--- config.mk ---
export PLATFORM = sky130hd
export DESIGN_NAME = unwrap_counter
export DESIGN_NICKNAME = d
export VERILOG_FILES = /design/src/unwrap_counter.sv
export SDC_FILE = /design/constraint.sdc
export NUM_CORES = 1
export LEC_CHECK = 0
export ABC_AREA = 1
export BUFFER_PORTS_ARGS = -buffer_cell sky130_fd_sc_hd__buf_4
export CAP_MARGIN = 0
export CORE_AREA = 2 2 39 41
export DETAILED_ROUTE_END_ITERATION = 8
export DIE_AREA = 0 0 41 43
export PLACE_DENSITY_LB_ADDON = 0.1
export SYNTH_ARGS = -nofsm -noshare
export SYNTH_HDL_FRONTEND = slang
export SYNTH_SLANG_ARGS = --single-unit
--- constraint.sdc ---
create_clock -name clk -period 1.7 [get_ports clk]
set_input_delay 0.425 -clock clk [delete_from_list [all_inputs] [get_ports clk]]
set_output_delay 0.425 -clock clk [all_outputs]
set_load 0.02 [all_outputs]
--- src/unwrap_counter.sv ---
`timescale 1ns/1ns

module unwrap_counter #(
	parameter int CNT_W = 4
) (
	input logic clk,
	input logic rst,
	input logic en_i,
	input logic clear_i,
	input logic inc_i,
	input logic [CNT_W-1:0] limit_i,
	output logic [CNT_W-1:0] cnt_o,
	output logic last_o
);

	logic [CNT_W-1:0] cnt_q;

	assign cnt_o = cnt_q;
	assign last_o = inc_i && (cnt_q == limit_i - 1'b1); // final increment this cycle

	always_ff @(posedge clk) begin
		if (rst) begin
			cnt_q <= '0;
		end else if (en_i) begin
			if (clear_i) begin
				cnt_q <= '0;
			end else if (inc_i && (cnt_q < limit_i)) begin
				cnt_q <= cnt_q + 1'b1; // saturates at the limit
			end
		end
	end

	// limit comes from the FSM, count must stay within it
	assert property (@(posedge clk) disable iff (rst) cnt_q <= limit_i)
		else $error("counter above limit");

endmodule

==> reports/metrics.csv <==
metric;value;unit
Largest stage delay, worst path;350;ps
first drt pass iteration count;2;
area grow syn2layout;58.01;%
worst-path fanout max;2;
Peak Freq;0.5474;GHz
synth warn;0;
Rows;14;
Port Buffer Count;13;
core area;0.001384;sq mm
initial antenna violation count;0;
DRT antenna net count;0;
# hold bufs at CTS;0;
Max Cap Viol;0;
area of the die;0.001763;sq mm
Cell Chain, Critical Path;inv_4 > ha_4 > a21oi_2 > nand4_1 > nor3b_4 > buf_6;
Seq/Total Area, Yosys;0.1934;
Post-Syn Area per Cell;6.371;sq um
crit start category;flop;
drt via density;4.192;
gr ovfl total;0;
worst reg-to-reg setup slack;360;ps
CP arrival;1400;ps
hold_sp;rst;
Tightest Pin Transition;185.1;ps
failing checks;setup timing;
vias in the first global route;436;
Chip Width;41;um
unrepaired setup endpoints after global routing;true;
Worst-path clk slew;40;ps
Power Dens Cells;547.5;mW/mm^2
total track usage;0.1303;
status;finished with violations;
via count;436;
Die Span Y;43;um
Final Max Slew Viols;0;
slew margin rel.;0.8761;
NumNets Final;104;
most frequent cells in the layout;buf_4, nand2_1, inv_1;
fraction of layout cells with a size suffix above 1;0.3750;
RR Startpoint;cnt_o[2]$_SDFFE_PP0P_;
global-route wire length before repair;1531;um
First DRT Iteration DRCs;3;
Pleak;0.3422;nW
detailed placer's ending HPWL;775.2;um
wire length per cell;8.529;um
CTS tree;yes;
Min-Delay Path Class;in -> reg;
final count of hold timing violations;0;
Placement Setup Slack;-199.4;ps
peak supply drop;0.3443;mV
TritonCTS sink count;4;
Final WS setup;-127.0;ps
Final Cycle Share;1.075;
DR DRC count;0;
Layout fillers;158;
H-tree levels;1;
Total Wirelength;887;um
clk buf depth;2;
root buf cell;clkbuf_4;
Post-Syn Nets;80;
CP endpoint kind;output port;
hold depth;2;
antenna diode count;0;
largest net degree at the start of global routing;6;
max reg flops;4;
post-route minimum period;1827;ps
WHS;354.1;ps
Critical Path RT;1270;ps
# setup viols final;1;
Worst Hold End;cnt_o[1]$_SDFFE_PP0P_;
clock latency on the worst-skew pair;240;ps
Seq cells post-synth;4;
CP Class;reg -> out;
worst r2r path cells;10;
mapped cell area;414.1;sq um
Distinct cells, synth;13;
initial core utilization;0.2993;
commonest non-fill, non-tap cell in the layout;buf_4;
Inserted Clock Buffers;3;
GPL Wtd Cong;0.6809;
io pins;14;
Crit-path slowest cell;dfxtp_4;
cells after synthesis;65;
Worst Clk Skew;5.608;ps
Critical R2R Capture;cnt_o[3]$_SDFFE_PP0P_;
power by group:
part / leakage, nW / internal [mW] / switching [mW] / total [mW]
Combinational: 0.294 / 0.0656 / 0.0595 / 0.125
Clock: 0.0150 / 0.0882 / 0.0412 / 0.129
Sequential: 0.0333 / 0.0988 / 0.00499 / 0.104
Total: 0.342 / 0.253 / 0.106 / 0.358
layout make-up:
| cell class | count | area [sq um] | share of cell area |
|---|---|---|---|
| Tap cell | 16 | 20.02 | 0.03059 |
| Timing Repair Buffer | 19 | 150.1 | 0.2294 |
| Sequential cell | 4 | 83.83 | 0.1281 |
| Clock buffer | 4 | 26.28 | 0.04015 |
| Multi-Input combinational cell | 47 | 316.6 | 0.4837 |
| Inverter | 14 | 57.56 | 0.08795 |
through the flow:
stage	instance area [sq um]	std cells	setup TNS, ps	util	total power [mW]
global placement	591.8	99	-194.6	0.4277	0.2189
finish	654.4	104	-127.0	0.4729	0.3583
floorplan	436.7	65	0	-	0.1733
CTS	648.1	104	-158.7	0.4684	0.3691
global route	654.4	104	-196.6	0.4729	0.3882
detailed placement	591.8	99	-199.4	0.4277	0.2193
kinds of logic (layout without fill, tap and decap cells):
kind of cell | count (synthesis) | count (layout) | share of synthesized area
adder cells (fa/ha/maj) | 6 | 6 | 0.1813
flip-flops | 4 | 4 | 0.1934
AND/OR/NAND/NOR | 31 | 31 | 0.3414
AO/OA/AOI/OAI | 6 | 6 | 0.07249
XOR/XNOR | 4 | 4 | 0.08458
buffers and inverters | 14 | 37 | 0.1269
synth_stat cells:
cell     instances  area share
inv_1           14        0.13
nand2_1         14        0.13
nor2_1           7       0.063
ha_1             6        0.18
a21oi_1          5       0.060
nand3_1          5       0.060
dfxtp_1          4        0.19
xnor2_1          4       0.085
nand2_2          2       0.030
nand4_1          1       0.015
nor3b_2          1       0.030
o21ai_0          1       0.012
or2_2            1       0.015
routing by layer:
metal	part of all wire	wire length [um]	track usage	vias up
li1	-	-	-	247
met1	0.41	361	0.1118	182
met2	0.55	491	0.2406	7
met3	0.037	33	0.03141	0
met4	0	0	0.08000	0
met5	0	0	0	-
repair_timing:
| item | in CTS | in global routing |
|---|---|---|
| endpoints found under the setup margin | 1 | 1 |
| resized for setup | 6 | 2 |
| pin swaps | 3 | 2 |
| setup buffers | 1 | 0 |
worst max-delay path, delay by kind of cell (launching register included):
kind,cells,cell delay (ps)
compound gates,1,90
fa+ha+maj,1,200
simple gates,2,350
flops,1,350
buf+inv,2,180
how the worst max path moves through the flow:
stage                     cells past startpoint      to                   from  slack, ps
after floorplan                               5  last_o             limit_i[0]          4
after global placement                        7  last_o             limit_i[0]       -190
after detailed placement                      7  last_o             limit_i[0]       -200
after CTS                                     6  last_o  cnt_o[0]$_SDFFE_PP0P_       -160
after global routing                          6  last_o  cnt_o[0]$_SDFFE_PP0P_       -200
final                                         6  last_o  cnt_o[0]$_SDFFE_PP0P_       -130
Power figures use the tool's default switching activity.
