`src/unwrap_pkg.sv`:
```
package unwrap_pkg;

	typedef logic [63:0] block_t; // one xtea block, one record beat
	typedef logic [127:0] xtea_key_t;
	typedef logic [31:0] rsa_word_t; // exponent, modulus, wrapped and session keys
	typedef logic [7:0] char_t;

	// decrypted parameter block, exponent in the upper word
	typedef struct packed {
		rsa_word_t exponent;
		rsa_word_t modulus;
	} rsa_params_t;

	// keyboard strobe bundle
	typedef struct packed {
		logic valid;
		logic done; // enter key
		logic clear; // discard typed characters
		char_t data;
	} ps2_char_t;

	typedef enum logic [2:0] {
		LOAD_RECORD,
		READ_PASS,
		CHECK_PASS,
		DECRYPT_PARAMS,
		WAIT_KEY,
		MODEXP,
		OFFER_KEY
	} phase_e;

	// plaintext of the check block under the right passphrase
	localparam block_t CHECK_MAGIC = 64'h4b45_5955_4e57_5250;

	localparam int MAX_CHARS = 16; // 128-bit key, 8 bits per character

endpackage

```
`src/key_buffer.sv`:
```
`timescale 1ns/1ns

module key_buffer (
	input logic clk,
	input logic rst,
	input logic en_i,
	input logic rec_we_i,
	input logic beat_i,
	input unwrap_pkg::block_t rec_data_i,
	input logic check_we_i,
	input logic params_we_i,
	input unwrap_pkg::block_t plain_i,
	output unwrap_pkg::block_t check_block_o,
	output unwrap_pkg::block_t param_block_o,
	output logic check_ok_o,
	output unwrap_pkg::rsa_params_t params_o
);

	// wrapped beats and the recovered parameters
	always_ff @(posedge clk) begin
		if (en_i) begin
			if (rec_we_i && !beat_i) begin
				check_block_o <= rec_data_i; // beat 0
			end
			if (rec_we_i && beat_i) begin
				param_block_o <= rec_data_i; // beat 1
			end
			if (params_we_i) begin
				params_o <= unwrap_pkg::rsa_params_t'(plain_i);
			end
		end
	end

	always_ff @(posedge clk) begin
		if (rst) begin
			check_ok_o <= 1'b0;
		end else if (en_i && check_we_i) begin
			check_ok_o <= (plain_i == unwrap_pkg::CHECK_MAGIC);
		end
	end

endmodule

```
`config.mk`:
```
export PLATFORM = sky130hd
export DESIGN_NAME = key_buffer
export DESIGN_NICKNAME = d
export VERILOG_FILES = /design/src/unwrap_pkg.sv /design/src/key_buffer.sv
export SDC_FILE = /design/constraint.sdc
export NUM_CORES = 1
export LEC_CHECK = 0
export ABC_AREA = 1
export BUFFER_PORTS_ARGS = -buffer_cell sky130_fd_sc_hd__buf_2
export CAP_MARGIN = 20
export CORE_AREA = 4 4 127 129
export CTS_CLUSTER_DIAMETER = 50
export CTS_CLUSTER_SIZE = 8
export DETAILED_ROUTE_END_ITERATION = 8
export DIE_AREA = 0 0 131 133
export GPL_TIMING_DRIVEN = 1
export PLACE_DENSITY = 0.71
export SYNTH_ARGS = -nofsm -noshare
export SYNTH_HDL_FRONTEND = slang
export SYNTH_SLANG_ARGS = --single-unit
```
`constraint.sdc`:
```
create_clock -name clk -period 5.1 [get_ports clk]
set_input_delay 0.51 -clock clk [delete_from_list [all_inputs] [get_ports clk]]
set_output_delay 0.51 -clock clk [all_outputs]
set_load 0.005 [all_outputs]
```
==> summary.md <==
| Metric | Value |
|---|---|
| Setup violators final | `0` |
| DR DRC count | `0` |
| GRT Total Usage | `17.04%` |
| Post-synth net total | `404` |
| Vias per cell | `4.536` |
| Largest net degree at the start of global routing | `52` |
| Fill cell count | `1,184` |
| Multi-input logic area | `266.5 µm²` |
| Setup TNS | `0 ns` |
| CTS Sinks | `193` |
| Power Total | `3292 µW` |
| Final Util | `57.12%` |
| Dominant cells by area after synthesis | `edfxtp_1 (95%), nand2_1 (1.7%), nor2_1 (1.3%), inv_1 (0.92%), nor3_1 (0.41%)` |
| Synth cell types | `10` |
| Hold-fix buffers at CTS | `0` |
| Pwr Density | `383.4 nW/µm²` |
| Hold Startpoint | `rst` |
| Worst-Skew Late Latency | `0.42 ns` |
| Core Region | `15,030 µm²` |
| Drt first pass iters | `4` |
| CP Capture Type | `flop` |
| Starting Density | `40.53%` |
| Final period util | `39.09%` |
| CTS H-tree depth | `4` |
| Dpl hpwl | `11.91 mm` |
| Syn_area_per_cell | `22.65 µm²` |
| Worst-case clock buffer depth | `2` |
| Synth Cell Area | `6093 µm²` |
| Async SR Flop Fraction | `0%` |
| Top_reg_cell synth | `edfxtp_1` |
| Initial DRC Count | `166` |
| Chip height | `133 µm` |
| Critical path type | `input port to flop` |
| Synth Register Bits | `193` |
| CP Data Required Time | `5.15 ns` |
| Slew headroom | `42.05%` |
| R2r worst-path depth | `2` |
| Startpoint types | `input port` |
| RSZ-0062 raised after global routing | `no` |
| Area grow syn2layout | `40.92%` |
| Worst hold margin | `0.2444 ns` |
| Number of buffers created by CTS | `17` |
| Hold Path Depth | `2` |
| Sequential share of the synthesized area | `94.95%` |
| Critical-path maximum fanout | `36` |
| Final Hold Viols | `0` |
| Slew Viols, Final | `0` |
| Buffers added on ports | `327` |
| Grt total ovfl | `0` |
| Routed Antenna Nets | `0` |
| Worst Skew | `0 ns` |
| Worst R2R End | `check_ok_o$_SDFFE_PP0P_` |
| Cells after Synth | `269` |
| Period minus WS final | `1.994 ns` |
| Leakage power total | `0.003538 µW` |
| Cell taking the most area after synthesis | `edfxtp_1` |
| DR WL/cell | `18.60 µm` |
| Reg-to-reg critical path startpoint | `check_ok_o$_SDFFE_PP0P_` |
| Nets | `754` |
| Synth cell count leaders | `edfxtp_1 (192), nand2_1 (28), nor2_1 (21)` |
| Hold endpoint | `check_ok_o$_SDFFE_PP0P_` |
| Synth warn | `0` |
| Vias | `3,733` |
| HP Class | `input port to flop` |
| Vias in the first global route | `3,955` |
| Layout cells sized above 1 | `57.75%` |
| Post-cts resize count | `0` |
| Fmax | `501.6 MHz` |
| Total I/O pin count | `328` |
| Actual slew at the worst max-slew pin | `0.8672 ns` |
| Maximum VDD drop | `0.0002340 V` |
| Die area | `17,420 µm²` |
| CTS tree | `done` |
| Root buf cell | `clkbuf_16` |
| Count leader, synth | `edfxtp_1` |
| Initial antenna violation count | `2` |
| Post-synth EDFFs | `192` |
| First-pass GRT wire length | `21.83 mm` |
| Outcome | `completed` |
| # rows | `45` |
| Placed insts | `787` |
| Post-synth top area share | `94.62%` |
| Final WL | `15.31 mm` |
| FF/Latch Area | `5786 µm²` |
| Die width | `131 µm` |
| Worst reg2reg setup slack | `4.51 ns` |
| Non-Filler Instances | `823` |
| Clock transition at path regs | `0.07 ns` |
| GP Congestion | `0.8578` |
| Postcts setup bufs | `0` |
| CP arrival | `2.05 ns` |
| MaxCap Viol Count | `0` |
## where the power goes
part,internal [µW],switching [µW],total (µW)
Combinational,94.4,108,203
Clock,641,586,1230
Sequential,1840,23.0,1860
Total,2570,718,3290
## worst max-delay path by stage
stage               start                           to
CTS                  en_i  param_block_o[37]$_DFFE_PP_
global placement     en_i  param_block_o[52]$_DFFE_PP_
finish               en_i  check_block_o[59]$_DFFE_PP_
detailed placement   en_i  param_block_o[48]$_DFFE_PP_
global route         en_i  check_block_o[59]$_DFFE_PP_
floorplan            en_i   check_block_o[0]$_DFFE_PP_
## metrics by stage
step	setup WS [ns]	instance area, µm²
2_1_floorplan	1.354	6093
3_3_place_gp	2.616	8003
3_5_place_dp	2.570	8003
4_1_cts	3.008	8552
5_1_grt	2.965	8584
6_report	3.106	8587
## critical path, stage by stage
cell and delay [ns]:
buf_2 0.12, nand2_1 0.14, nor2_4 0.68, buf_4 0.55
## cell families after synthesis
kind of cell / synth area share, %
AO/OA/AOI/OAI: 0.1438
AND/OR/NAND/NOR: 3.984
flip-flops: 94.95
buffers and inverters: 0.9240
## cells in the final DEF (no fill, tap or decap), types with 2 or more instances in the layout
cell type and n:
inv_6 4, clkbuf_16 17, buf_2 327, nand2_1 28, nand3_1 4, nor2_4 2
buf_4 3, nor2_1 19, diode_2 3, clkinv_4 4, nor3_1 5, inv_8 3
edfxtp_1 192, inv_1 14
## flip-flops by register name (all words and copies together) (netlist names)
| signal | cells |
|---|---|
| check_block_o | 64 |
| param_block_o | 64 |
| params_o | 64 |
| check_ok_o | 1 |
## cell type report
| class | count | area share, % |
|---|---|---|
| timing repair buffer | 331 | 19.64 |
| clock inverter | 14 | 1.399 |
| clock buffer | 18 | 4.998 |
| tap | 188 | 2.739 |
| antenna | 3 | 0.08743 |
| sequential | 193 | 67.38 |
| inverter | 15 | 0.6557 |
| multi-input combinational | 61 | 3.104 |
## layer usage
metal	wire length (µm)	share of wire (%)	GRT usage (%)
met3	1881	12	8.115
met5	0	0	0
met4	210	1.4	5.943
met2	7981	52	29.35
met1	5232	34	18.07
No activity file was read; power rests on OpenSTA's default activity.
