==> src/unwrap_pkg.sv <==
package unwrap_pkg;

	typedef logic [63:0] block_t; // one xtea block, one record beat
	typedef logic [127:0] xtea_key_t;
	typedef logic [31:0] rsa_word_t; // exponent, modulus, wrapped and session keys
	typedef logic [7:0] char_t;

	// decrypted parameter block, exponent in the upper word
	typedef struct packed {
		rsa_word_t exponent;
		rsa_word_t modulus;
	} rsa_params_t;

	// keyboard strobe bundle
	typedef struct packed {
		logic valid;
		logic done; // enter key
		logic clear; // discard typed characters
		char_t data;
	} ps2_char_t;

	typedef enum logic [2:0] {
		LOAD_RECORD,
		READ_PASS,
		CHECK_PASS,
		DECRYPT_PARAMS,
		WAIT_KEY,
		MODEXP,
		OFFER_KEY
	} phase_e;

	// plaintext of the check block under the right passphrase
	localparam block_t CHECK_MAGIC = 64'h4b45_5955_4e57_5250;

	localparam int MAX_CHARS = 16; // 128-bit key, 8 bits per character

endpackage

==> src/xtea_decrypt.sv <==
`timescale 1ns/1ns

module xtea_decrypt #(
	parameter int NUM_ROUNDS = 32
) (
	input logic clk,
	input logic rst,
	input logic en_i,
	input logic start_i,
	input unwrap_pkg::xtea_key_t key_i,
	input unwrap_pkg::block_t block_i,
	output unwrap_pkg::block_t block_o,
	output logic done_o
);

	localparam logic [31:0] DELTA = 32'h9e37_79b9;
	localparam logic [31:0] SUM_INIT = DELTA * NUM_ROUNDS; // wraps mod 2^32
	localparam int RND_W = $clog2(NUM_ROUNDS + 1);

	logic [31:0] v0_q;
	logic [31:0] v1_q;
	logic [31:0] sum_q;
	logic [31:0] v0_n;
	logic [31:0] v1_n;
	logic [31:0] sum_n;
	logic [31:0] k_hi; // key word picked by sum bits 12:11
	logic [31:0] k_lo; // key word picked by sum bits 1:0
	unwrap_pkg::xtea_key_t key_q;
	logic [RND_W-1:0] rnd_q;
	logic busy_q;

	assign k_hi = key_q[{sum_q[12:11], 5'd0} +: 32];
	assign k_lo = key_q[{sum_n[1:0], 5'd0} +: 32];

	// one full round, both halves
	assign v1_n = v1_q - ((((v0_q << 4) ^ (v0_q >> 5)) + v0_q) ^ (sum_q + k_hi));
	assign sum_n = sum_q - DELTA;
	assign v0_n = v0_q - ((((v1_n << 4) ^ (v1_n >> 5)) + v1_n) ^ (sum_n + k_lo));

	assign block_o = {v0_q, v1_q};

	always_ff @(posedge clk) begin
		if (en_i) begin
			if (start_i) begin
				{v0_q, v1_q} <= block_i;
				sum_q <= SUM_INIT;
				key_q <= key_i;
			end else if (busy_q) begin
				v0_q <= v0_n;
				v1_q <= v1_n;
				sum_q <= sum_n;
			end
		end
	end

	always_ff @(posedge clk) begin
		if (rst) begin
			busy_q <= 1'b0;
			rnd_q <= '0;
			done_o <= 1'b0;
		end else if (en_i) begin
			done_o <= 1'b0;
			if (start_i) begin
				busy_q <= 1'b1;
				rnd_q <= '0;
			end else if (busy_q) begin
				rnd_q <= rnd_q + 1'b1;
				if (rnd_q == RND_W'(NUM_ROUNDS - 1)) begin
					busy_q <= 1'b0;
					done_o <= 1'b1; // block_o holds the plaintext
				end
			end
		end
	end

	assert property (@(posedge clk) disable iff (rst) start_i && en_i |-> !busy_q)
		else $error("xtea started while busy");

endmodule

==> config.mk <==
export PLATFORM = sky130hd
export DESIGN_NAME = xtea_decrypt
export DESIGN_NICKNAME = d
export VERILOG_FILES = /design/src/unwrap_pkg.sv /design/src/xtea_decrypt.sv
export SDC_FILE = /design/constraint.sdc
export NUM_CORES = 1
export LEC_CHECK = 0
export ABC_AREA = 1
export BUFFER_PORTS_ARGS = -buffer_cell sky130_fd_sc_hd__buf_2
export CAP_MARGIN = 40
export CORE_MARGIN = 3
export CORE_UTILIZATION = 40
export CTS_CLUSTER_DIAMETER = 80
export CTS_CLUSTER_SIZE = 30
export DETAILED_ROUTE_END_ITERATION = 10
export PLACE_DENSITY_LB_ADDON = 0.1
export SYNTH_ARGS = -nofsm -noshare
export SYNTH_HDL_FRONTEND = slang
export SYNTH_SLANG_ARGS = --single-unit
==> constraint.sdc <==
create_clock -name clk -period 14.05 [get_ports clk]
set_input_delay 2.1075 -clock clk [delete_from_list [all_inputs] [get_ports clk]]
set_output_delay 2.1075 -clock clk [all_outputs]
set_load 0.02 [all_outputs]
==> metrics.yaml <==
floorplanning:
  dieArea_sq_um: 56100
  initial_utilization_pct: 40.5
  die_y_um: 237
  core_sq_um: 52700
  die_w_um: 237
  rows: 84
  boundaryPins: 261
critical_path:
  cp_data_arrival_time_ns: 10.19
  crit_path_top_delay_cell: "xor2_1"
  startpoint_type: "flip-flop"
  critPathMostFrequentCell: "nand2_1"
  critPathRequiredTime_ns: 14.37
  rr_worst_depth: 47
  worstReg2RegStart: "sum_q[11]"
  critPathMaxFanout: 49
  r2r_end: "v0_q[31]"
  criticalPathCategory: "flip-flop to flip-flop"
  max_stage_delay_ns: 0.58
  reg2reg_slack_ns: 4.17
  end_kind: "flip-flop"
min_path:
  min_delay_path_depth: 2
  hold_end: "done_o"
  min_path_type: "flip-flop to flip-flop"
  min_from: "done_o"
place:
  place_congestion: 0.952
  dpl_cell_area_sq_um: 23400
  dp_hpwl_um: 62200
  io_buffers: 260
sta:
  hold_violations: 0
  fin_crit_sh_pct: 70.3
  report.final.slew_viol_count: 0
  period_minus_slack_ns: 9.88
  finalSetupViolCount: 0
  rsz0062_at_grt: "false"
  fin_skew_ns: 0.0409
  hold_slack_ns: 0.470
  fin_tns_setup_ns: 0
  tightest_slew_ns: 0.861
  maxSlewHeadroom_pct: 42.6
  max_clock_freq_ghz: 0.101
route:
  wire_per_inst_um: 20.3
  dr.first_iter.drc_count: 1347
  viasPerCell: 5.39
  vias: 20200
  drc: 0
  drt-total-wl_um: 76000
  dr.pass1.iters: 6
  ant_nets: 0
synth:
  yosys-top-cells-count: "nand2_1, inv_1, nor2_1"
  synth_top_area_share_pct: 31.5
  synth_flop_cell: "edfxtp_1"
  ys_warn_count: 0
  synthArstFlopShare_pct: 0
  ys_seq_area_share_pct: 32.3
  syn_area_sq_um: 21300
  synth_edf_count: 224
  yosys-top-cells-area: "edfxtp_1, ha_1, nand2_1"
  synth.most_common_cell: "nand2_1"
  ys_seq_elements: 232
  synth_cells: 2803
  synth_fp_nets: 3196
  synth_top_area_cell: "edfxtp_1"
  synth_cell_types: 58
  syn_area_per_cell_sq_um: 7.61
clock_tree:
  clock-root-buffer: "clkbuf_16"
  cts_resized: 0
  holdBufCountCts: 0
  clock-sinks: 232
  cts_buffer_depth: 3
  htree_levels: 1
  clkTransAtPathRegs_ns: 0.10
  cts_tree: "yes"
  clock_latency_ns: 0.59
  postCtsSetupRepairBufs: 0
  cts_made_buffers: 20
grt:
  grt_pass1_wl_um: 114000
  track_usage_pct: 26.2
  grt_antenna_before_repair: 0
  grt_max_degree: 70
  grt_pass1_vias: 20000
  grt_overflow: 0
final_layout:
  drive_above_1_share_pct: 13.1
  fin_nets: 3436
  design_area_sq_um: 24200
  antenna-diode-count: 0
  fillers: 5309
  area_growth_pct: 13.6
run:
  max_cap_viol_count: 0
run_status:
  status: "completed"
## sequential cells by signal (all words and copies together), names as in the netlist
name,cells
rnd_q,6
key_q,128
sum_q,32
busy_q,1
done_o,1
v1_q,32
v0_q,32
## per-stage QoR
step	cells	util, %	setup WS, ns
6_report	3745	46.0	4.17
3_5_place_dp	3709	44.5	4.29
2_1_floorplan	2803	-	6.82
3_3_place_gp	3708	44.4	4.21
4_1_cts	3745	46.0	4.24
5_1_grt	3745	46.0	3.45
## layout make-up
cell class	instances	area [sq um]	share of cell area, %
clock inverter	16	310	1.28
tap	688	861	3.55
clock buffer	20	500	2.07
inverter	327	1230	5.09
multi-input combinational	2187	13000	53.7
sequential	232	6890	28.4
timing repair buffer	275	1440	5.93
## cells by family (layout without fill, tap and decap cells)
group	Yosys count	in the layout	synth area share, %
compound gates	610	610	16.2
xor+xnor	269	269	11.3
fa+ha+maj	197	197	11.8
buf+inv	384	638	6.78
flops	232	232	32.3
simple gates	1111	1111	21.6
## critical path, delay by kind of cell, from the launching register on
| kind | cells | cell delay, ns |
|---|---|---|
| compound gates | 16 | 3.05 |
| xor+xnor | 5 | 1.52 |
| fa+ha+maj | 5 | 1.81 |
| buf+inv | 5 | 0.94 |
| flops | 1 | 0.40 |
| simple gates | 16 | 1.87 |
## cells in the final DEF, fill, tap and decap left out, types with 15 or more instances in the layout
cell and instances:
or2_2 27, buf_4 15, edfxtp_1 224, o22ai_1 60
inv_1 314, o21a_1 17, o21ai_0 203, nand4_1 18
nand3_1 88, a31oi_1 18, buf_2 259, xor2_1 199
ha_1 191, xnor2_1 64, nor2_1 295, a21oi_1 218
nor3_1 33, clkbuf_16 20, nand2_1 606
## how the worst max path moves through the flow
| stage | startpoint | to | slack (ns) | cells past startpoint |
|---|---|---|---|---|
| 2_1_floorplan | sum_q[12] | v0_q[29] | 6.82 | 45 |
| 3_3_place_gp | sum_q[11] | v0_q[31] | 4.21 | 47 |
| 3_5_place_dp | sum_q[11] | v0_q[31] | 4.29 | 47 |
| 4_1_cts | sum_q[11] | v0_q[31] | 4.24 | 47 |
| 5_1_grt | sum_q[11] | v0_q[31] | 3.45 | 48 |
| 6_report | sum_q[11] | v0_q[31] | 4.17 | 47 |
## routing by layer
layer	wire length, um	track usage (%)	vias to the layer above
met4	2230	7.31	0
met2	35400	44.0	620
li1	-	-	9935
met3	3890	2.25	104
met5	0	0	-
met1	34400	36.1	9536
Power is left out: the tool's default activity adds up to more than one toggle a clock period on the data nets, which glitch-free logic cannot reach.
