### config.mk
export PLATFORM = sky130hd
export DESIGN_NAME = passphrase_buffer
export DESIGN_NICKNAME = d
export VERILOG_FILES = /design/src/unwrap_pkg.sv /design/src/passphrase_buffer.sv
export SDC_FILE = /design/constraint.sdc
export NUM_CORES = 1
export LEC_CHECK = 0
export BUFFER_PORTS_ARGS = -buffer_cell sky130_fd_sc_hd__buf_2
export CAP_MARGIN = 10
export CORE_ASPECT_RATIO = 1.75
export CORE_MARGIN = 2
export CORE_UTILIZATION = 50
export DETAILED_ROUTE_END_ITERATION = 10
export MAX_ROUTING_LAYER = met4
export PLACE_DENSITY = 0.76
export SYNTH_ARGS = -nofsm -noshare
export SYNTH_HDL_FRONTEND = slang
export SYNTH_SLANG_ARGS = --single-unit
export TNS_END_PERCENT = 30
### constraint.sdc
create_clock -name clk -period 3.65 [get_ports clk]
set_input_delay 0.365 -clock clk [delete_from_list [all_inputs] [get_ports clk]]
set_output_delay 0.365 -clock clk [all_outputs]
set_load 0.05 [all_outputs]
### src/unwrap_pkg.sv
package unwrap_pkg;

	typedef logic [63:0] block_t; // one xtea block, one record beat
	typedef logic [127:0] xtea_key_t;
	typedef logic [31:0] rsa_word_t; // exponent, modulus, wrapped and session keys
	typedef logic [7:0] char_t;

	// decrypted parameter block, exponent in the upper word
	typedef struct packed {
		rsa_word_t exponent;
		rsa_word_t modulus;
	} rsa_params_t;

	// keyboard strobe bundle
	typedef struct packed {
		logic valid;
		logic done; // enter key
		logic clear; // discard typed characters
		char_t data;
	} ps2_char_t;

	typedef enum logic [2:0] {
		LOAD_RECORD,
		READ_PASS,
		CHECK_PASS,
		DECRYPT_PARAMS,
		WAIT_KEY,
		MODEXP,
		OFFER_KEY
	} phase_e;

	// plaintext of the check block under the right passphrase
	localparam block_t CHECK_MAGIC = 64'h4b45_5955_4e57_5250;

	localparam int MAX_CHARS = 16; // 128-bit key, 8 bits per character

endpackage

### src/passphrase_buffer.sv
`timescale 1ns/1ns

module passphrase_buffer (
	input logic clk,
	input logic rst,
	input logic en_i,
	input logic accept_i,
	input logic clear_i,
	input unwrap_pkg::ps2_char_t ps2_i,
	output unwrap_pkg::xtea_key_t key_o,
	output logic done_o
);

	localparam int IDX_W = $clog2(unwrap_pkg::MAX_CHARS + 1);

	unwrap_pkg::xtea_key_t key_q;
	logic [IDX_W-1:0] idx_q; // next character slot
	logic locked_q; // entry finished, key frozen
	logic take;

	assign take = accept_i && ps2_i.valid;
	assign key_o = key_q;

	always_ff @(posedge clk) begin
		if (rst) begin
			key_q <= '0;
			idx_q <= '0;
			locked_q <= 1'b0;
			done_o <= 1'b0;
		end else if (en_i) begin
			done_o <= 1'b0;
			if (clear_i || (take && ps2_i.clear)) begin
				key_q <= '0; // padding stays zero
				idx_q <= '0;
				locked_q <= 1'b0;
			end else if (take && !locked_q) begin
				if (ps2_i.done) begin
					done_o <= 1'b1;
					locked_q <= 1'b1;
				end else begin
					key_q[8 * idx_q +: 8] <= ps2_i.data;
					idx_q <= idx_q + 1'b1;
					if (idx_q == IDX_W'(unwrap_pkg::MAX_CHARS - 1)) begin
						done_o <= 1'b1; // buffer full
						locked_q <= 1'b1;
					end
				end
			end
		end
	end

endmodule

==> results.txt <==
----------------------------------------------------
[Layout]
  Count of inserted antenna diode cells ... 0
  Signed area change from the synthesized netlist to the final layout ... 26.90%
  Final net count ... 700
  Layout cell share with drive strength beyond 1 ... between 20% and 30%

[Critical path]
  Cell with the biggest individual delay on the critical path ... or4b_4
  Crit path required time ... about 3900 ps
  Crit path max fanout ... 11
  Crit-path max cell delay ... 550 ps
  Kind of cell adding the most delay to the critical path ... simple AND/OR/NAND/NOR gates
  Crit end category ... flop
  Path type of the worst setup path ... flop to flop
  Cell chain of the critical path ... inv_1 > ha_1 > inv_1 > nor3_1 > ha_1 > or4b_1 > or4b_4 > o21a_1 > nand2_1 > a21oi_1
  Count of buffer and inverter cells on the critical path ... 2
  Critical path startpoint category ... flop
  Startpoint of the most critical register-to-register path ... idx_q[1]
  Critical Path AT ... between 3000 and 4000 ps
  Beginning of the critical path ... idx_q[1]

[Detailed routing]
  Number of remaining DRC errors ... 0
  Avg Vias per Cell ... approximately 6
  Overall via count from detail_route ... about 4900
  WL per Instance ... about 19 um
  Number of detailed-route iterations in the first pass ... 5
  Detailed-route wire length ... about 16 mm
  Antenna-violating nets left ... 0
  Number of design-rule violations left by the first detailed-router iteration ... between 300 and 400

[Clocking]
  Total of cells resized after clock tree synthesis ... 0
  Root buffer cell ... clkbuf_16
  Total number of H-tree levels ... 4
  Register clock-pin slew on the reported worst setup and hold paths ... 60 ps
  Clock latency of the later-clocked register in the worst-skew pair ... about 420 ps
  Hold buffers post-CTS ... 0
  Number of clock sinks ... 135
  Number of post-CTS setup repair buffers ... 0
  Clock tree from TritonCTS ... yes
  CTS buffer count ... 17
  Clock buffer depth ... 2

[GRT]
  Largest net degree at the start of global routing ... 32
  Initial antenna violation count ... 0
  Via count of the first global-routing pass ... between 4000 and 5000
  GR Util All Layers ... between 20% and 30%
  Global-route wire length before repair ... 24.76 mm
  Residual overflow from global routing ... 0

[STA]
  Hold Violations, Final ... 0
  Post-route setup TNS ... 0 ps
  Number of failing setup endpoints in the final timing report ... 0
  Worst-case clock skew ... approximately 9 ps
  Pins over their slew limit ... 0
  Fin crit period ... between 3000 and 4000 ps
  Actual slew at the worst max-slew pin ... around 1100 ps
  Relative max-transition margin ... between 20% and 30%
  Hold WS ... slightly below 300 ps
  Fmax ... between 300 and 400 MHz
  Final clock period utilization by the worst path ... between 80 and 90%
  Unrepaired setup endpoints after global routing ... no

[Pwr]
  Fraction of power spent switching nets ... about a quarter
  Cell-internal power ... 2.524 mW
  Leakage ... around 2.8 nW
  Power share of the sequential group ... between 40% and 50%
  Power per cell area ... a little under 500 nW/um^2
  Combinational power share ... around 4.3%
  Net switching power ... 0.7828 mW
  Clock power share ... around half
  Worst ir drop on vdd ... approximately 0.4 mV

[Floorplan]
  Initial Util ... around half
  Die Ht ... ~140 um
  Die ar. ... between 10000 and 15000 sq um
  FP Rows ... just under 50
  Number of top-level pins ... around 150
  Core region area ... 10240 sq um
  Floorplan die width ... 81.54 um

[Synthesis]
  Ys Warns ... 0
  Most common flop cell mapped by yosys ... dfxtp_1
  Flops & latches, synth ... approximately 140
  Count of different cell masters after synthesis ... 60
  Mean instance size in the synthesized netlist ... ~9.9 sq um
  Number of synthesized flops with an enable pin ... 0
  Instance count of the mapped netlist ... approximately 530
  Post-synthesis sequential area ratio ... around 50%
  Synth async-reset ratio ... 0%
  Number of nets produced by synthesis ... between 500 and 600
  Post-Synthesis Cell Area ... roughly 5300 sq um

[Min path]
  Min-delay src ... ps2_i[0]
  Worst hold path type ... input pin to flop

[Placed design]
  Detailed Place HPWL ... between 10 and 15 mm
  Total of buffers placed on input and output ports ... approximately 140
  Placer's final routability congestion estimate ... roughly 0.93

[Outcome]
  Run status ... completed

[Job]
  Number of violations of the max-capacitance limit ... 0

----------------------------------------------------
layout by cell type, fill, tap and decap left out, types with 3 or more instances in the layout:
cell / netlist / layout
a21oi_1: 34 / 34
nand3_1: 47 / 47
a22o_1: 56 / 56
nor3_1: 7 / 7
dfxtp_1: 135 / 135
inv_1: 11 / 11
ha_1: 4 / 4
o211ai_1: 3 / 3
nor3_2: 3 / 3
or3_1: 3 / 3
inv_6: 0 / 4
nand2_1: 62 / 62
nor2_1: 12 / 12
buf_2: 6 / 144
o2bb2ai_1: 16 / 16
nand4_1: 10 / 10
clkbuf_16: 0 / 17
o21ai_0: 26 / 26
and2_1: 9 / 9
a2111oi_2: 3 / 3
o31ai_1: 8 / 8
and3_1: 12 / 12
xnor2_1: 3 / 3
clkinv_4: 0 / 4
buf_4: 1 / 8
through the flow:
step                instance area (sq um)  worst slack [ps]  utilization [%]  cells  total power, mW
finish                               6675             421.2            65.20    820            3.307
global placement                     6095             545.5            59.53    788            1.647
floorplan                            5260             741.4                -    532            1.598
global route                         6675             214.7            65.20    820            3.395
detailed placement                   6095             478.4            59.53    788            1.649
CTS                                  6675             459.6            65.20    820            3.314
worst register-to-register path: cells and delay by family, from the launching register on:
family	cells	cell delay, ps
buffers and inverters	2	250
AOI/OAI and AO/OA	2	370
adders and majority gates	2	720
DFF	1	530
and+or+nand+nor	4	1220
kinds of logic after synthesis:
logic type               synth area share (%)
adder cells (fa/ha/maj)                0.9515
buffers and inverters                   2.783
XOR/XNOR                               0.4996
AO/OA/AOI/OAI                           25.48
flip-flops                              51.38
AND/OR/NAND/NOR                         18.91
final timing paths:
path	end	slack (ps)	cells after the start
setup reg to reg	key_o[3]	420	10
hold / removal	key_o[0]	290	3
setup / recovery	key_o[3]	420	10
hold reg to reg	key_o[2]	450	2
registers in the layout, summed over array words and instances, names as in the netlist:
register	count
idx_q	5
locked_q	1
done_o	1
key_o	128
layout make-up:
class	instances	area (sq um)
well taps	127	158.9
repair buffers	152	780.7
fillers	862	3563
clock buffers	19	432.9
inverters	11	41.29
clock inverters	13	147.6
multi-input cells	363	2411
flip-flops and latches	135	2703
synth_stat cells (2+ instances only):
| cell | n | share of area (%) |
|---|---|---|
| dfxtp_1 | 135 | 51 |
| nand2_1 | 62 | 4.4 |
| a22o_1 | 56 | 9.3 |
| nand3_1 | 47 | 4.5 |
| a21oi_1 | 34 | 3.2 |
| o21ai_0 | 26 | 2.5 |
| o2bb2ai_1 | 16 | 2.7 |
| clkbuf_1 | 15 | 1.1 |
| and3_1 | 12 | 1.4 |
| nor2_1 | 12 | 0.86 |
| inv_1 | 11 | 0.78 |
| nand4_1 | 10 | 1.2 |
| and2_1 | 9 | 1.1 |
| o31ai_1 | 8 | 1.1 |
| nor3_1 | 7 | 0.67 |
| buf_2 | 6 | 0.57 |
| ha_1 | 4 | 0.95 |
| a2111oi_2 | 3 | 0.86 |
| nor3_2 | 3 | 0.57 |
| o211ai_1 | 3 | 0.43 |
| or3_1 | 3 | 0.36 |
| xnor2_1 | 3 | 0.50 |
| a2111oi_4 | 2 | 1.0 |
| a211o_1 | 2 | 0.33 |
| a211oi_1 | 2 | 0.29 |
| a21oi_2 | 2 | 0.33 |
| nand2b_1 | 2 | 0.24 |
| nor4_1 | 2 | 0.24 |
| o211ai_2 | 2 | 0.48 |
| o21a_1 | 2 | 0.29 |
| o31a_1 | 2 | 0.33 |
power by group through the flow:
stage	clock network, mW	registers (mW)	logic [mW]
floorplan	0	1.52	0.0747
global placement	0	1.51	0.135
detailed placement	0	1.51	0.138
CTS	1.70	1.48	0.138
global route	1.77	1.48	0.148
finish	1.69	1.48	0.141
routing by layer:
| layer | wire, um | global-route usage (%) |
|---|---|---|
| met1 | 6163 | 34.33 |
| met2 | 8402 | 48.58 |
| met3 | 885 | 4.994 |
| met5 | 0 | - |
| met4 | 480 | 12.31 |
Power figures use the tool's default switching activity.
