File: src/unwrap_pkg.sv
package unwrap_pkg;

	typedef logic [63:0] block_t; // one xtea block, one record beat
	typedef logic [127:0] xtea_key_t;
	typedef logic [31:0] rsa_word_t; // exponent, modulus, wrapped and session keys
	typedef logic [7:0] char_t;

	// decrypted parameter block, exponent in the upper word
	typedef struct packed {
		rsa_word_t exponent;
		rsa_word_t modulus;
	} rsa_params_t;

	// keyboard strobe bundle
	typedef struct packed {
		logic valid;
		logic done; // enter key
		logic clear; // discard typed characters
		char_t data;
	} ps2_char_t;

	typedef enum logic [2:0] {
		LOAD_RECORD,
		READ_PASS,
		CHECK_PASS,
		DECRYPT_PARAMS,
		WAIT_KEY,
		MODEXP,
		OFFER_KEY
	} phase_e;

	// plaintext of the check block under the right passphrase
	localparam block_t CHECK_MAGIC = 64'h4b45_5955_4e57_5250;

	localparam int MAX_CHARS = 16; // 128-bit key, 8 bits per character

endpackage

File: src/unwrap_fsm.sv
`timescale 1ns/1ns

module unwrap_fsm #(
	parameter int CNT_W = 4
) (
	input logic clk,
	input logic rst,
	input logic stall_i,
	input logic rec_valid_i,
	output logic rec_ready_o,
	input logic wkey_valid_i,
	output logic wkey_ready_o,
	input logic out_ready_i,
	output logic skey_valid_o,
	input logic pass_done_i,
	output logic pass_accept_o,
	output logic pass_clear_o,
	output logic cnt_clear_o,
	output logic cnt_inc_o,
	output logic [CNT_W-1:0] cnt_limit_o,
	input logic cnt_last_i,
	output logic rec_we_o,
	output logic check_we_o,
	output logic params_we_o,
	output logic xtea_start_o,
	output logic xtea_sel_o,
	input logic xtea_done_i,
	input logic check_ok_i,
	output logic mx_start_o,
	input logic mx_done_i,
	output logic led_pass_o,
	output logic led_fail_o
);

	unwrap_pkg::phase_e state_q;
	logic rec_rdy_q;
	logic wkey_rdy_q;
	logic skey_vld_q;
	logic check_pend_q; // check result lands one cycle after xtea done
	logic run;
	logic rec_fire;
	logic wkey_fire;
	logic out_fire;

	assign run = !stall_i;

	// no transfer on any port while stalled
	assign rec_ready_o = rec_rdy_q && run;
	assign wkey_ready_o = wkey_rdy_q && run;
	assign skey_valid_o = skey_vld_q && run;

	assign rec_fire = rec_valid_i && rec_ready_o;
	assign wkey_fire = wkey_valid_i && wkey_ready_o;
	assign out_fire = skey_valid_o && out_ready_i;

	assign cnt_limit_o = CNT_W'(2); // check beat, then parameter beat
	assign cnt_inc_o = rec_fire;
	assign cnt_clear_o = rec_fire && cnt_last_i;
	assign rec_we_o = rec_fire;

	assign pass_accept_o = (state_q == unwrap_pkg::READ_PASS);
	assign pass_clear_o = run && check_pend_q && !check_ok_i
		&& (state_q == unwrap_pkg::CHECK_PASS);
	assign check_we_o = run && xtea_done_i && (state_q == unwrap_pkg::CHECK_PASS);
	assign params_we_o = run && xtea_done_i && (state_q == unwrap_pkg::DECRYPT_PARAMS);
	assign mx_start_o = wkey_fire; // base is taken straight from the port

	always_ff @(posedge clk) begin
		if (rst) begin
			state_q <= unwrap_pkg::LOAD_RECORD;
			rec_rdy_q <= 1'b1;
			wkey_rdy_q <= 1'b0;
			skey_vld_q <= 1'b0;
			check_pend_q <= 1'b0;
			xtea_start_o <= 1'b0;
			xtea_sel_o <= 1'b0;
			led_pass_o <= 1'b0;
			led_fail_o <= 1'b0;
		end else if (run) begin
			xtea_start_o <= 1'b0;
			case (state_q)
				unwrap_pkg::LOAD_RECORD: begin
					if (rec_fire && cnt_last_i) begin
						rec_rdy_q <= 1'b0;
						state_q <= unwrap_pkg::READ_PASS;
					end
				end
				unwrap_pkg::READ_PASS: begin
					if (pass_done_i) begin
						xtea_start_o <= 1'b1;
						xtea_sel_o <= 1'b0; // check block first
						state_q <= unwrap_pkg::CHECK_PASS;
					end
				end
				unwrap_pkg::CHECK_PASS: begin
					if (check_pend_q) begin
						check_pend_q <= 1'b0;
						if (check_ok_i) begin
							led_pass_o <= 1'b1;
							xtea_start_o <= 1'b1;
							xtea_sel_o <= 1'b1;
							state_q <= unwrap_pkg::DECRYPT_PARAMS;
						end else begin
							led_fail_o <= 1'b1; // sticky
							state_q <= unwrap_pkg::READ_PASS;
						end
					end else if (xtea_done_i) begin
						check_pend_q <= 1'b1;
					end
				end
				unwrap_pkg::DECRYPT_PARAMS: begin
					if (xtea_done_i) begin
						wkey_rdy_q <= 1'b1;
						state_q <= unwrap_pkg::WAIT_KEY;
					end
				end
				unwrap_pkg::WAIT_KEY: begin
					if (wkey_fire) begin
						wkey_rdy_q <= 1'b0;
						state_q <= unwrap_pkg::MODEXP;
					end
				end
				unwrap_pkg::MODEXP: begin
					if (mx_done_i) begin
						skey_vld_q <= 1'b1;
						state_q <= unwrap_pkg::OFFER_KEY;
					end
				end
				unwrap_pkg::OFFER_KEY: begin
					if (out_fire) begin
						skey_vld_q <= 1'b0;
						wkey_rdy_q <= 1'b1; // next wrapped key may enter
						state_q <= unwrap_pkg::WAIT_KEY;
					end
				end
				default: state_q <= unwrap_pkg::LOAD_RECORD;
			endcase
		end
	end

	assert property (@(posedge clk) disable iff (rst) xtea_start_o && run |=> !xtea_start_o)
		else $error("xtea start longer than one cycle");

	assert property (@(posedge clk) disable iff (rst) mx_start_o |=> !mx_start_o)
		else $error("modexp start longer than one cycle");

	// offered session key is held until the consumer takes it
	assert property (@(posedge clk) disable iff (rst) skey_vld_q && !out_fire |=> skey_vld_q)
		else $error("session key dropped before accept");

endmodule

File: config.mk
export PLATFORM = sky130hd
export DESIGN_NAME = unwrap_fsm
export DESIGN_NICKNAME = d
export VERILOG_FILES = /design/src/unwrap_pkg.sv /design/src/unwrap_fsm.sv
export SDC_FILE = /design/constraint.sdc
export NUM_CORES = 1
export LEC_CHECK = 0
export BUFFER_PORTS_ARGS = -buffer_cell sky130_fd_sc_hd__buf_4
export CELL_PAD_IN_SITES_DETAIL_PLACEMENT = 1
export CELL_PAD_IN_SITES_GLOBAL_PLACEMENT = 1
export CORE_MARGIN = 2
export CORE_UTILIZATION = 30
export DETAILED_ROUTE_END_ITERATION = 10
export HOLD_SLACK_MARGIN = 0.05
export PLACE_DENSITY = 0.83
export SLEW_MARGIN = 20
export SYNTH_ARGS = -nofsm -noshare
export SYNTH_HDL_FRONTEND = slang
export SYNTH_SLANG_ARGS = --single-unit
File: constraint.sdc
create_clock -name clk -period 3.8 [get_ports clk]
set_clock_uncertainty 0.2 [all_clocks]
set_input_delay 0.76 -clock clk [delete_from_list [all_inputs] [get_ports clk]]
set_output_delay 0.76 -clock clk [all_outputs]
set_load 0.03 [all_outputs]
==> results_dict.tcl, run 1 <==
set metrics [dict create \
    status "complete, no violations" \
    cts.sinks 11 \
    arrival_ps 1660 \
    die_area_sq_um 2810 \
    port_buffers 25 \
    required_ps 2840 \
    fp.dieW_um 53.0 \
    drtPass1Iterations 4 \
    place_ws_ps 1190 \
    worst_slack_ps 1180 \
    grt_pass1_vias 704 \
    layout.nets 123 \
    setup_viol 0 \
    clockRootBuffer "clkbuf_4" \
    ys_seq_elements 11 \
    min_path_type "flop to flop" \
    area_growth_pct 25.6 \
    fin_crit_sh_pct 69.0 \
    chipHeight_um 53.0 \
    cts.path.max_buffers 2 \
    maxCapViolCount 0 \
    antenna_cells 0 \
    relSlewSlack_pct 65.5 \
    ys_warn_count 0 \
    leakage_uw 0.000399 \
    routabilityCongestion 0.757 \
    synth-seq-area-share_pct 30.6 \
    grt_pass1_wl_um 2990 \
    ctsResizeCount 0 \
    nFillCells 282 \
    ir_worst_vdd_mv 0.171 \
    grt_max_degree 18 \
    place_hpwl_um 1370 \
    tightest_slew_ps 517 \
    antenna_found_initial 0 \
    worst_setup_path_end_kind "primary output" \
    drt_iter0_markers 6 \
    drive_above_1_share_pct 29.7 \
    wirelength_um 1800 \
    cts_buffers 3 \
    synthCells 89 \
    path_max_fanout 8 \
    worstSetupPathType "input port to primary output" \
    yosys.cell_types.count 36 \
    post_cts_buffers 0 \
    rsz0062_at_grt "no" \
    cellPowerDensity_nw_per_um2 307 \
    clock_latency_ps 270 \
    crit_path_start_kind "input port" \
    core_sq_um 2230 \
    final_common_cell "buf_4" \
    grt_overflow 0 \
    final_cell_mix "25 x buf_4, 11 x dfxtp_1, 10 x nor2_1, 10 x nand2_1, 7 x a21oi_1" \
    rows 17 \
    avgSynthCellArea_sq_um 8.08 \
    fmax_mhz 382 \
    pin_count 30 \
    post-route-min-period_ps 2620 \
    synth_area_sq_um 719 \
    antenna_left 0 \
    ctsHtreeMaxLevel 1 \
    holdBufCountCts 0 \
    wire_per_inst_um 13.0 \
    cts.clk_slew.worst_paths_ps 70 \
    hold_viol_final 0 \
    cts_tree "built" \
    vias 696 \
    slew_viol_final 0 \
    initial_core_util_pct 32.2 \
    vias_per_cell 5.01 \
    drc 0 \
    track_usage_pct 14.3 \
    finalSetupTns_ps 0 \
]
power by group:
group | internal [uW] | switching, uW | leakage (uW)
sequential | 119 | 11.3 | 0.0000889
clock | 40.6 | 40.3 | 0.0000150
combinational | 28.4 | 37.7 | 0.000295
total | 188 | 89.3 | 0.000399
routing by layer:
layer  share of wire, %  vias up  global-route usage [%]
li1                   -      348                       -
met1                 43      320                    16.6
met2                 49       26                    26.5
met3                7.0        2                    1.69
met4               0.39        0                    5.13
met5                  0        -                       0
final timing paths:
check                          start                      end  slack (ps)  cells after the start
max reg2reg  state_q[0]$_SDFFE_PP0P_  state_q[1]$_SDFFE_PP0P_        1740                      5
min          led_pass_o$_SDFFE_PP0P_  led_pass_o$_SDFFE_PP0P_         280                      2
max                          stall_i             pass_clear_o        1180                      5
min reg2reg  led_pass_o$_SDFFE_PP0P_  led_pass_o$_SDFFE_PP0P_         280                      2
synth_stat cells, drive strengths merged:
| library cell | number | share of area, % |
|---|---|---|
| a211o | 1 | 1.2 |
| a211oi | 1 | 1.0 |
| a21o | 1 | 1.0 |
| a21oi | 7 | 4.9 |
| a22oi | 1 | 1.0 |
| a31oi | 1 | 0.87 |
| a32o | 1 | 1.4 |
| a41oi | 1 | 1.2 |
| and2 | 3 | 2.8 |
| and2b | 2 | 2.1 |
| and4b | 1 | 1.4 |
| buf | 7 | 7.3 |
| clkbuf | 1 | 1.0 |
| conb | 2 | 1.0 |
| dfxtp | 11 | 31 |
| dlymetal6s2s | 1 | 1.7 |
| inv | 4 | 2.1 |
| mux2i | 1 | 1.4 |
| nand2 | 10 | 5.2 |
| nand3 | 2 | 1.4 |
| nand3b | 1 | 1.0 |
| nand4 | 1 | 1.7 |
| nand4b | 2 | 4.5 |
| nor2 | 10 | 5.2 |
| nor2b | 3 | 2.6 |
| nor3 | 1 | 0.69 |
| nor3b | 5 | 5.9 |
| nor4 | 1 | 0.87 |
| nor4b | 2 | 2.4 |
| o21a | 1 | 1.0 |
| o21ai | 2 | 1.9 |
| or3b | 1 | 1.2 |
cell type report:
cell class              count  area, sq um  share of cell area (%)
clock buffers               4         26.3                    2.91
inverters                   4         15.0                    1.66
multi-input cells          67          419                    46.4
flip-flops and latches     11          220                    24.4
well taps                  28         35.0                    3.88
repair buffers             25          188                    20.8
stage by stage:
step	total power, uW	utilization (%)	area [sq um]	hold slack (ps)	instances
global placement	198	39.3	877	261	135
CTS	282	40.4	903	284	139
detailed placement	199	39.3	877	268	135
global route	298	40.4	903	304	139
finish	278	40.4	903	275	139
floorplan	180	-	727	266	91
cell families (layout without fill, tap and decap cells):
family | count (synthesis) | after routing | share of synthesized area, %
multiplexers | 1 | 1 | 1.39
flip-flops | 11 | 11 | 30.6
AO/OA/AOI/OAI | 17 | 17 | 15.7
other | 2 | 4 | 1.04
buffers and inverters | 13 | 33 | 12.2
AND/OR/NAND/NOR | 45 | 45 | 39.1
flip-flops by register name, summed over array words and instances (netlist names):
| register | cells |
|---|---|
| state_q | 3 |
| xtea_start_o | 1 |
| xtea_sel_o | 1 |
| wkey_rdy_q | 1 |
| rec_rdy_q | 1 |
| skey_vld_q | 1 |
| led_pass_o | 1 |
| check_pend_q | 1 |
| led_fail_o | 1 |
worst max-delay path: stages:
cell and delay [ps]:
buf_4 140, inv_1 110, nand3_1 140, nor3b_1 290, buf_4 210
(Power assumes the default switching activity.)
==> inputs of run 2 (changes only) <==
--- a/config.mk
+++ b/config.mk
@@ -5,6 +5,7 @@
 export SDC_FILE = /design/constraint.sdc
 export NUM_CORES = 1
 export LEC_CHECK = 0
+export ABC_AREA = 1
 export BUFFER_PORTS_ARGS = -buffer_cell sky130_fd_sc_hd__buf_4
 export CELL_PAD_IN_SITES_DETAIL_PLACEMENT = 1
 export CELL_PAD_IN_SITES_GLOBAL_PLACEMENT = 1
@@ -12,7 +13,7 @@
 export CORE_UTILIZATION = 30
 export DETAILED_ROUTE_END_ITERATION = 10
 export HOLD_SLACK_MARGIN = 0.05
-export PLACE_DENSITY = 0.83
+export PLACE_DENSITY = 0.87
 export SLEW_MARGIN = 20
 export SYNTH_ARGS = -nofsm -noshare
 export SYNTH_HDL_FRONTEND = slang
==> constraint.sdc (replaced) <==
create_clock -name clk -period 2.6 [get_ports clk]
set_clock_uncertainty 0.2 [all_clocks]
set_input_delay 0.52 -clock clk [delete_from_list [all_inputs] [get_ports clk]]
set_output_delay 0.52 -clock clk [all_outputs]
set_load 0.03 [all_outputs]
==> results_dict.tcl, run 2 <==
set metrics [dict create \
    status "complete, no violations" \
    post-synth-top-count-cell "nand2_1" \
    area_growth_pct 28.9 \
    ir_worst_vdd_mv 0.297 \
    drc 0 \
    synth_area_sq_um 719 \
    required_ps 1880 \
    pin_count 30 \
    drtPass1Iterations 4 \
    clock_latency_ps 280 \
    core_sq_um 2230 \
    switching_share_pct 45.4 \
    yosys_most_used_dff "dfxtp_1" \
    layout.nets 154 \
    place_ws_ps 641 \
    post_cts_buffers 0 \
    drive_above_1_share_pct 28.2 \
    cts.sinks 11 \
    antenna_found_initial 0 \
    final_cell_mix "28 x nand2_1, 25 x buf_4, 17 x nor2_1" \
    avgSynthCellArea_sq_um 6.10 \
    crit_path_start_kind "flop" \
    setup_viol 0 \
    place_inst 166 \
    ys_warn_count 0 \
    rsz0062_at_grt "no" \
    top_register "state_q" \
    path_max_fanout 9 \
    die_area_sq_um 2810 \
    yosys-top-cells-area "dfxtp_1 31%, nand2_1 15%, nor2_1 8.9%, inv_1 7.8%, nand3_1 7.0%" \
    ctsResizeCount 0 \
    ys_seq_elements 11 \
    arrival_ps 1540 \
    rows 17 \
    chipHeight_um 53.0 \
    antenna_left 0 \
    hold_viol_final 0 \
    clockRootBuffer "clkbuf_4" \
    p_sw_uw 283 \
    place_hpwl_um 1570 \
    comb_power_share_pct 44.5 \
    wirelength_um 1920 \
    vias 779 \
    holdBufCountCts 0 \
    port_buffers 25 \
    rrSetupSlack_ps 1020 \
    grt_pass1_vias 751 \
    yosysTopAreaCell "dfxtp_1" \
    synth_top_area_share_pct 30.6 \
    clkPwrFrac_pct 19.9 \
    cts_tree "built" \
    final_common_cell "nand2_1" \
    synth-async-reset-ratio_pct 0 \
    placed_area_sq_um 900 \
    grt_max_degree 10 \
    synth_commonest_cells "28 x nand2_1, 17 x nor2_1, 15 x inv_1, 11 x dfxtp_1, 10 x nand3_1" \
    leakage_uw 0.000518 \
    final_cell_area_sq_um 927 \
    vias_per_cell 4.58 \
    synth-seq-area-share_pct 30.6 \
    grt_overflow 0 \
    yosys.cell_types.count 20 \
    power.internal_uw 341 \
    antenna_cells 0 \
    min_path_type "input port to flop" \
    ctsHtreeMaxLevel 1 \
    wire_per_inst_um 11.3 \
    fin_crit_sh_pct 86.9 \
    track_usage_pct 15.7 \
    synthCells 118 \
    grt_pass1_wl_um 3190 \
    worst_setup_path_end_kind "primary output" \
    whs_ps 209 \
    finalSetupTns_ps 0 \
    cts_buffers 3 \
    fp.dieW_um 53.0 \
    maxCapViolCount 0 \
    seqPwrFrac_pct 35.6 \
    fmax_mhz 442 \
    synth_edf_count 0 \
    cts.clk_slew.worst_paths_ps 80 \
    worstSetupPathType "flop to primary output" \
    worst_slack_ps 340 \
    routabilityCongestion 0.772 \
    slew_viol_final 0 \
    cellPowerDensity_nw_per_um2 673 \
    final_cells 170 \
    largest_reg_flops 3 \
    drt_iter0_markers 7 \
    cts.path.max_buffers 2 \
    initial_core_util_pct 32.2 \
    post-route-min-period_ps 2260 \
]
## run 2: cell count changes after synthesis, sizes merged, moves of 3 or more
cell | before | now
inv | 4 | 18
nand3 | 2 | 10
nor2 | 10 | 20
a21oi | 7 | 4
nor3b | 5 | 0
nor2b | 3 | 0
nand2 | 10 | 31
nor3 | 1 | 4
and2 | 3 | 0
## run 2: metal layers
metal	vias to the layer above	global-route usage [%]	part of all wire (%)
li1	407	-	-
met4	0	8.97	2.4
met1	345	18.9	45
met2	22	26.7	47
met5	-	0	0
met3	5	1.98	5.8
## run 2: cells by family (layout without fill, tap and decap cells)
family | Yosys count | after routing | share of synthesized area, %
simple gates | 69 | 69 | 44.0
other cells | 2 | 4 | 1.04
compound gates | 10 | 10 | 7.30
buf+inv | 26 | 48 | 17.0
flops | 11 | 11 | 30.6
## run 2: final cells by class
cell class                 count  area (sq um)
clock buffer                   3          22.5
clock inverter                 1          5.00
fill                         322          1310
inverter                      19          72.6
multi-input combinational     83           384
sequential                    11           220
tap                           28          35.0
timing repair buffer          25           188
## run 2: worst max-delay path, stage by stage, from the launching register on
cell and delay, ps:
dfxtp_1 380, inv_2 160, nand3_1 170, nor3_2 240, nand2_1 80, inv_1 80
buf_4 160
## run 2: worst paths after layout
check / start / end / depth (start not counted)
hold / removal: rst / led_pass_o$_SDFFE_PP0P_ / 2
setup / recovery: state_q[2]$_SDFFE_PP0P_ / pass_clear_o / 6
setup reg to reg: state_q[1]$_SDFFE_PP0P_ / state_q[2]$_SDFFE_PP0P_ / 9
hold reg to reg: led_pass_o$_SDFFE_PP0P_ / led_pass_o$_SDFFE_PP0P_ / 2
## run 2: power groups by stage
stage	combinational [uW]	sequential (uW)	clock (uW)
2_1_floorplan	226	213	0
4_1_cts	281	222	128
3_3_place_gp	271	224	0
6_report	278	222	124
3_5_place_dp	280	225	0
5_1_grt	318	226	139
## run 2: stage by stage
step	total power (uW)	util, %
2_1_floorplan	439	-
3_3_place_gp	495	40.3
3_5_place_dp	505	40.3
4_1_cts	631	41.5
5_1_grt	683	41.5
6_report	624	41.5
==> inputs of run 3 (changes only) <==
--- a/config.mk
+++ b/config.mk
@@ -13,8 +13,7 @@
 export CORE_UTILIZATION = 30
 export DETAILED_ROUTE_END_ITERATION = 10
 export HOLD_SLACK_MARGIN = 0.05
-export PLACE_DENSITY = 0.87
-export SLEW_MARGIN = 20
+export PLACE_DENSITY_LB_ADDON = 0.1
 export SYNTH_ARGS = -nofsm -noshare
 export SYNTH_HDL_FRONTEND = slang
 export SYNTH_SLANG_ARGS = --single-unit
==> results_dict.tcl, run 3 (same netlist as run 2, synthesis figures left out) <==
set metrics [dict create \
    slew_viol_final 0 \
    ir_worst_vdd_mv 0.380 \
    largest_reg_flops 3 \
    routabilityCongestion 0.825 \
    holdBufCountCts 0 \
    final_cell_mix "28 x nand2_1, 25 x buf_4, 17 x nor2_1" \
    final_util_pct 41.5 \
    path_cells "inv_2 -> nand3_1 -> nor3_2 -> nand2_1 -> inv_1 -> buf_4" \
    wire_per_inst_um 11.2 \
    post_cts_buffers 0 \
    maxCapViolCount 0 \
    clock_latency_ps 280 \
    min_from "rst" \
    rsz0062_at_grt "no" \
    post-route-min-period_ps 2200 \
    status "complete, no violations" \
    cpLargestDelayFamily "simple AND/OR/NAND/NOR gates" \
    drc 0 \
    worstPathBufferInverterCount 3 \
    rows 17 \
    hold_viol_final 0 \
    worstHoldEndpoint "xtea_sel_o$_SDFFE_PP0P_" \
    timing.rr.start "state_q[1]$_SDFFE_PP0P_" \
    grt_overflow 0 \
    grt_max_degree 10 \
    rr_worst_depth 9 \
    placed_area_sq_um 900 \
    holdPathStages 2 \
    min_path_type "input port to flop" \
    vias_per_cell 4.61 \
    cts_buffers 3 \
    place_hpwl_um 1530 \
    antenna_left 0 \
    setup_viol 0 \
    vias 784 \
    die_area_sq_um 2810 \
    rr_endpoint "state_q[2]$_SDFFE_PP0P_" \
    final_common_cell "nand2_1" \
    core_sq_um 2230 \
    path_max_fanout 9 \
    initial_core_util_pct 32.2 \
    cpMaxStageDelayCell "dfxtp_1" \
    leakage_uw 0.000518 \
    ctsHtreeMaxLevel 1 \
    cts.sinks 11 \
    required_ps 1880 \
    chipHeight_um 53.0 \
    arrival_ps 1480 \
    drtPass1Iterations 4 \
    grt_pass1_wl_um 3330 \
    fmax_mhz 454 \
    finalSetupTns_ps 0 \
    fin_crit_sh_pct 84.7 \
    ctsResizeCount 0 \
    worst_setup_path_end_kind "primary output" \
    grt_pass1_vias 792 \
    wirelength_um 1900 \
    top_register "state_q" \
    area_growth_pct 28.9 \
    final_cell_area_sq_um 927 \
    drive_above_1_share_pct 28.2 \
    pin_count 30 \
    clockRootBuffer "clkbuf_4" \
    rrSetupSlack_ps 990 \
    antenna_cells 0 \
    drt_iter0_markers 7 \
    whs_ps 212 \
    antenna_found_initial 0 \
    worstSetupPathType "flop to primary output" \
    crit_path_max_incr_delay_ps 390 \
    cellPowerDensity_nw_per_um2 674 \
    cts_tree "built" \
    fp.dieW_um 53.0 \
    cts.clk_slew.worst_paths_ps 80 \
    cts.path.max_buffers 2 \
    port_buffers 25 \
    track_usage_pct 16.5 \
    crit_path_start_kind "flop" \
    layout.nets 154 \
]
## run 3: cell counts in the layout (fill, tap and decap cells not counted)
Identical to the previous run, type by type.
## run 3: area by class of cell
type	instances	area [sq um]
clock inverter	1	5.00
sequential	11	220
fill	329	1310
inverter	19	72.6
timing repair buffer	25	188
multi-input combinational	83	384
clock buffer	3	22.5
tap	28	35.0
## run 3: per-stage QoR
stage,total power [uW],instances,setup WS (ps)
6_report,625,170,398
5_1_grt,685,170,236
4_1_cts,634,170,385
3_5_place_dp,506,166,675
3_3_place_gp,500,166,683
2_1_floorplan,439,120,472
## run 3: where the power goes
group / leakage (uW) / total, uW / switching (uW) / internal (uW)
Clock: 0.0000177 / 126 / 69.0 / 57.1
Combinational: 0.000411 / 277 / 183 / 93.8
Sequential: 0.0000893 / 222 / 32.3 / 190
Total: 0.000518 / 625 / 284 / 341
## run 3: routing by layer
layer  up-vias  GRT usage (%)  wire (um)
met2        23           26.9        862
li1        409              -          -
met4         0           7.69         40
met5         -              0          0
met3         5           2.54        111
met1       347           21.0        889
## run 3: worst reg2reg max path, stage by stage, from the launching register on
cell and delay [ps]:
dfxtp_1 490, nand2_1 120, nor2_1 180, nand2_1 110, nand2_1 120, nor2_4 60, nand2_2 90, nand2_1 60
nand2_1 60, nor2_1 40
## run 3: worst max-delay path by stage
stage | start | end | cells past startpoint
floorplan | stall_i | check_we_o | 2
global placement | stall_i | pass_clear_o | 5
detailed placement | stall_i | pass_clear_o | 5
CTS | state_q[2]$_SDFFE_PP0P_ | pass_clear_o | 6
global route | state_q[0]$_SDFFE_PP0P_ | pass_clear_o | 6
finish | state_q[2]$_SDFFE_PP0P_ | pass_clear_o | 6
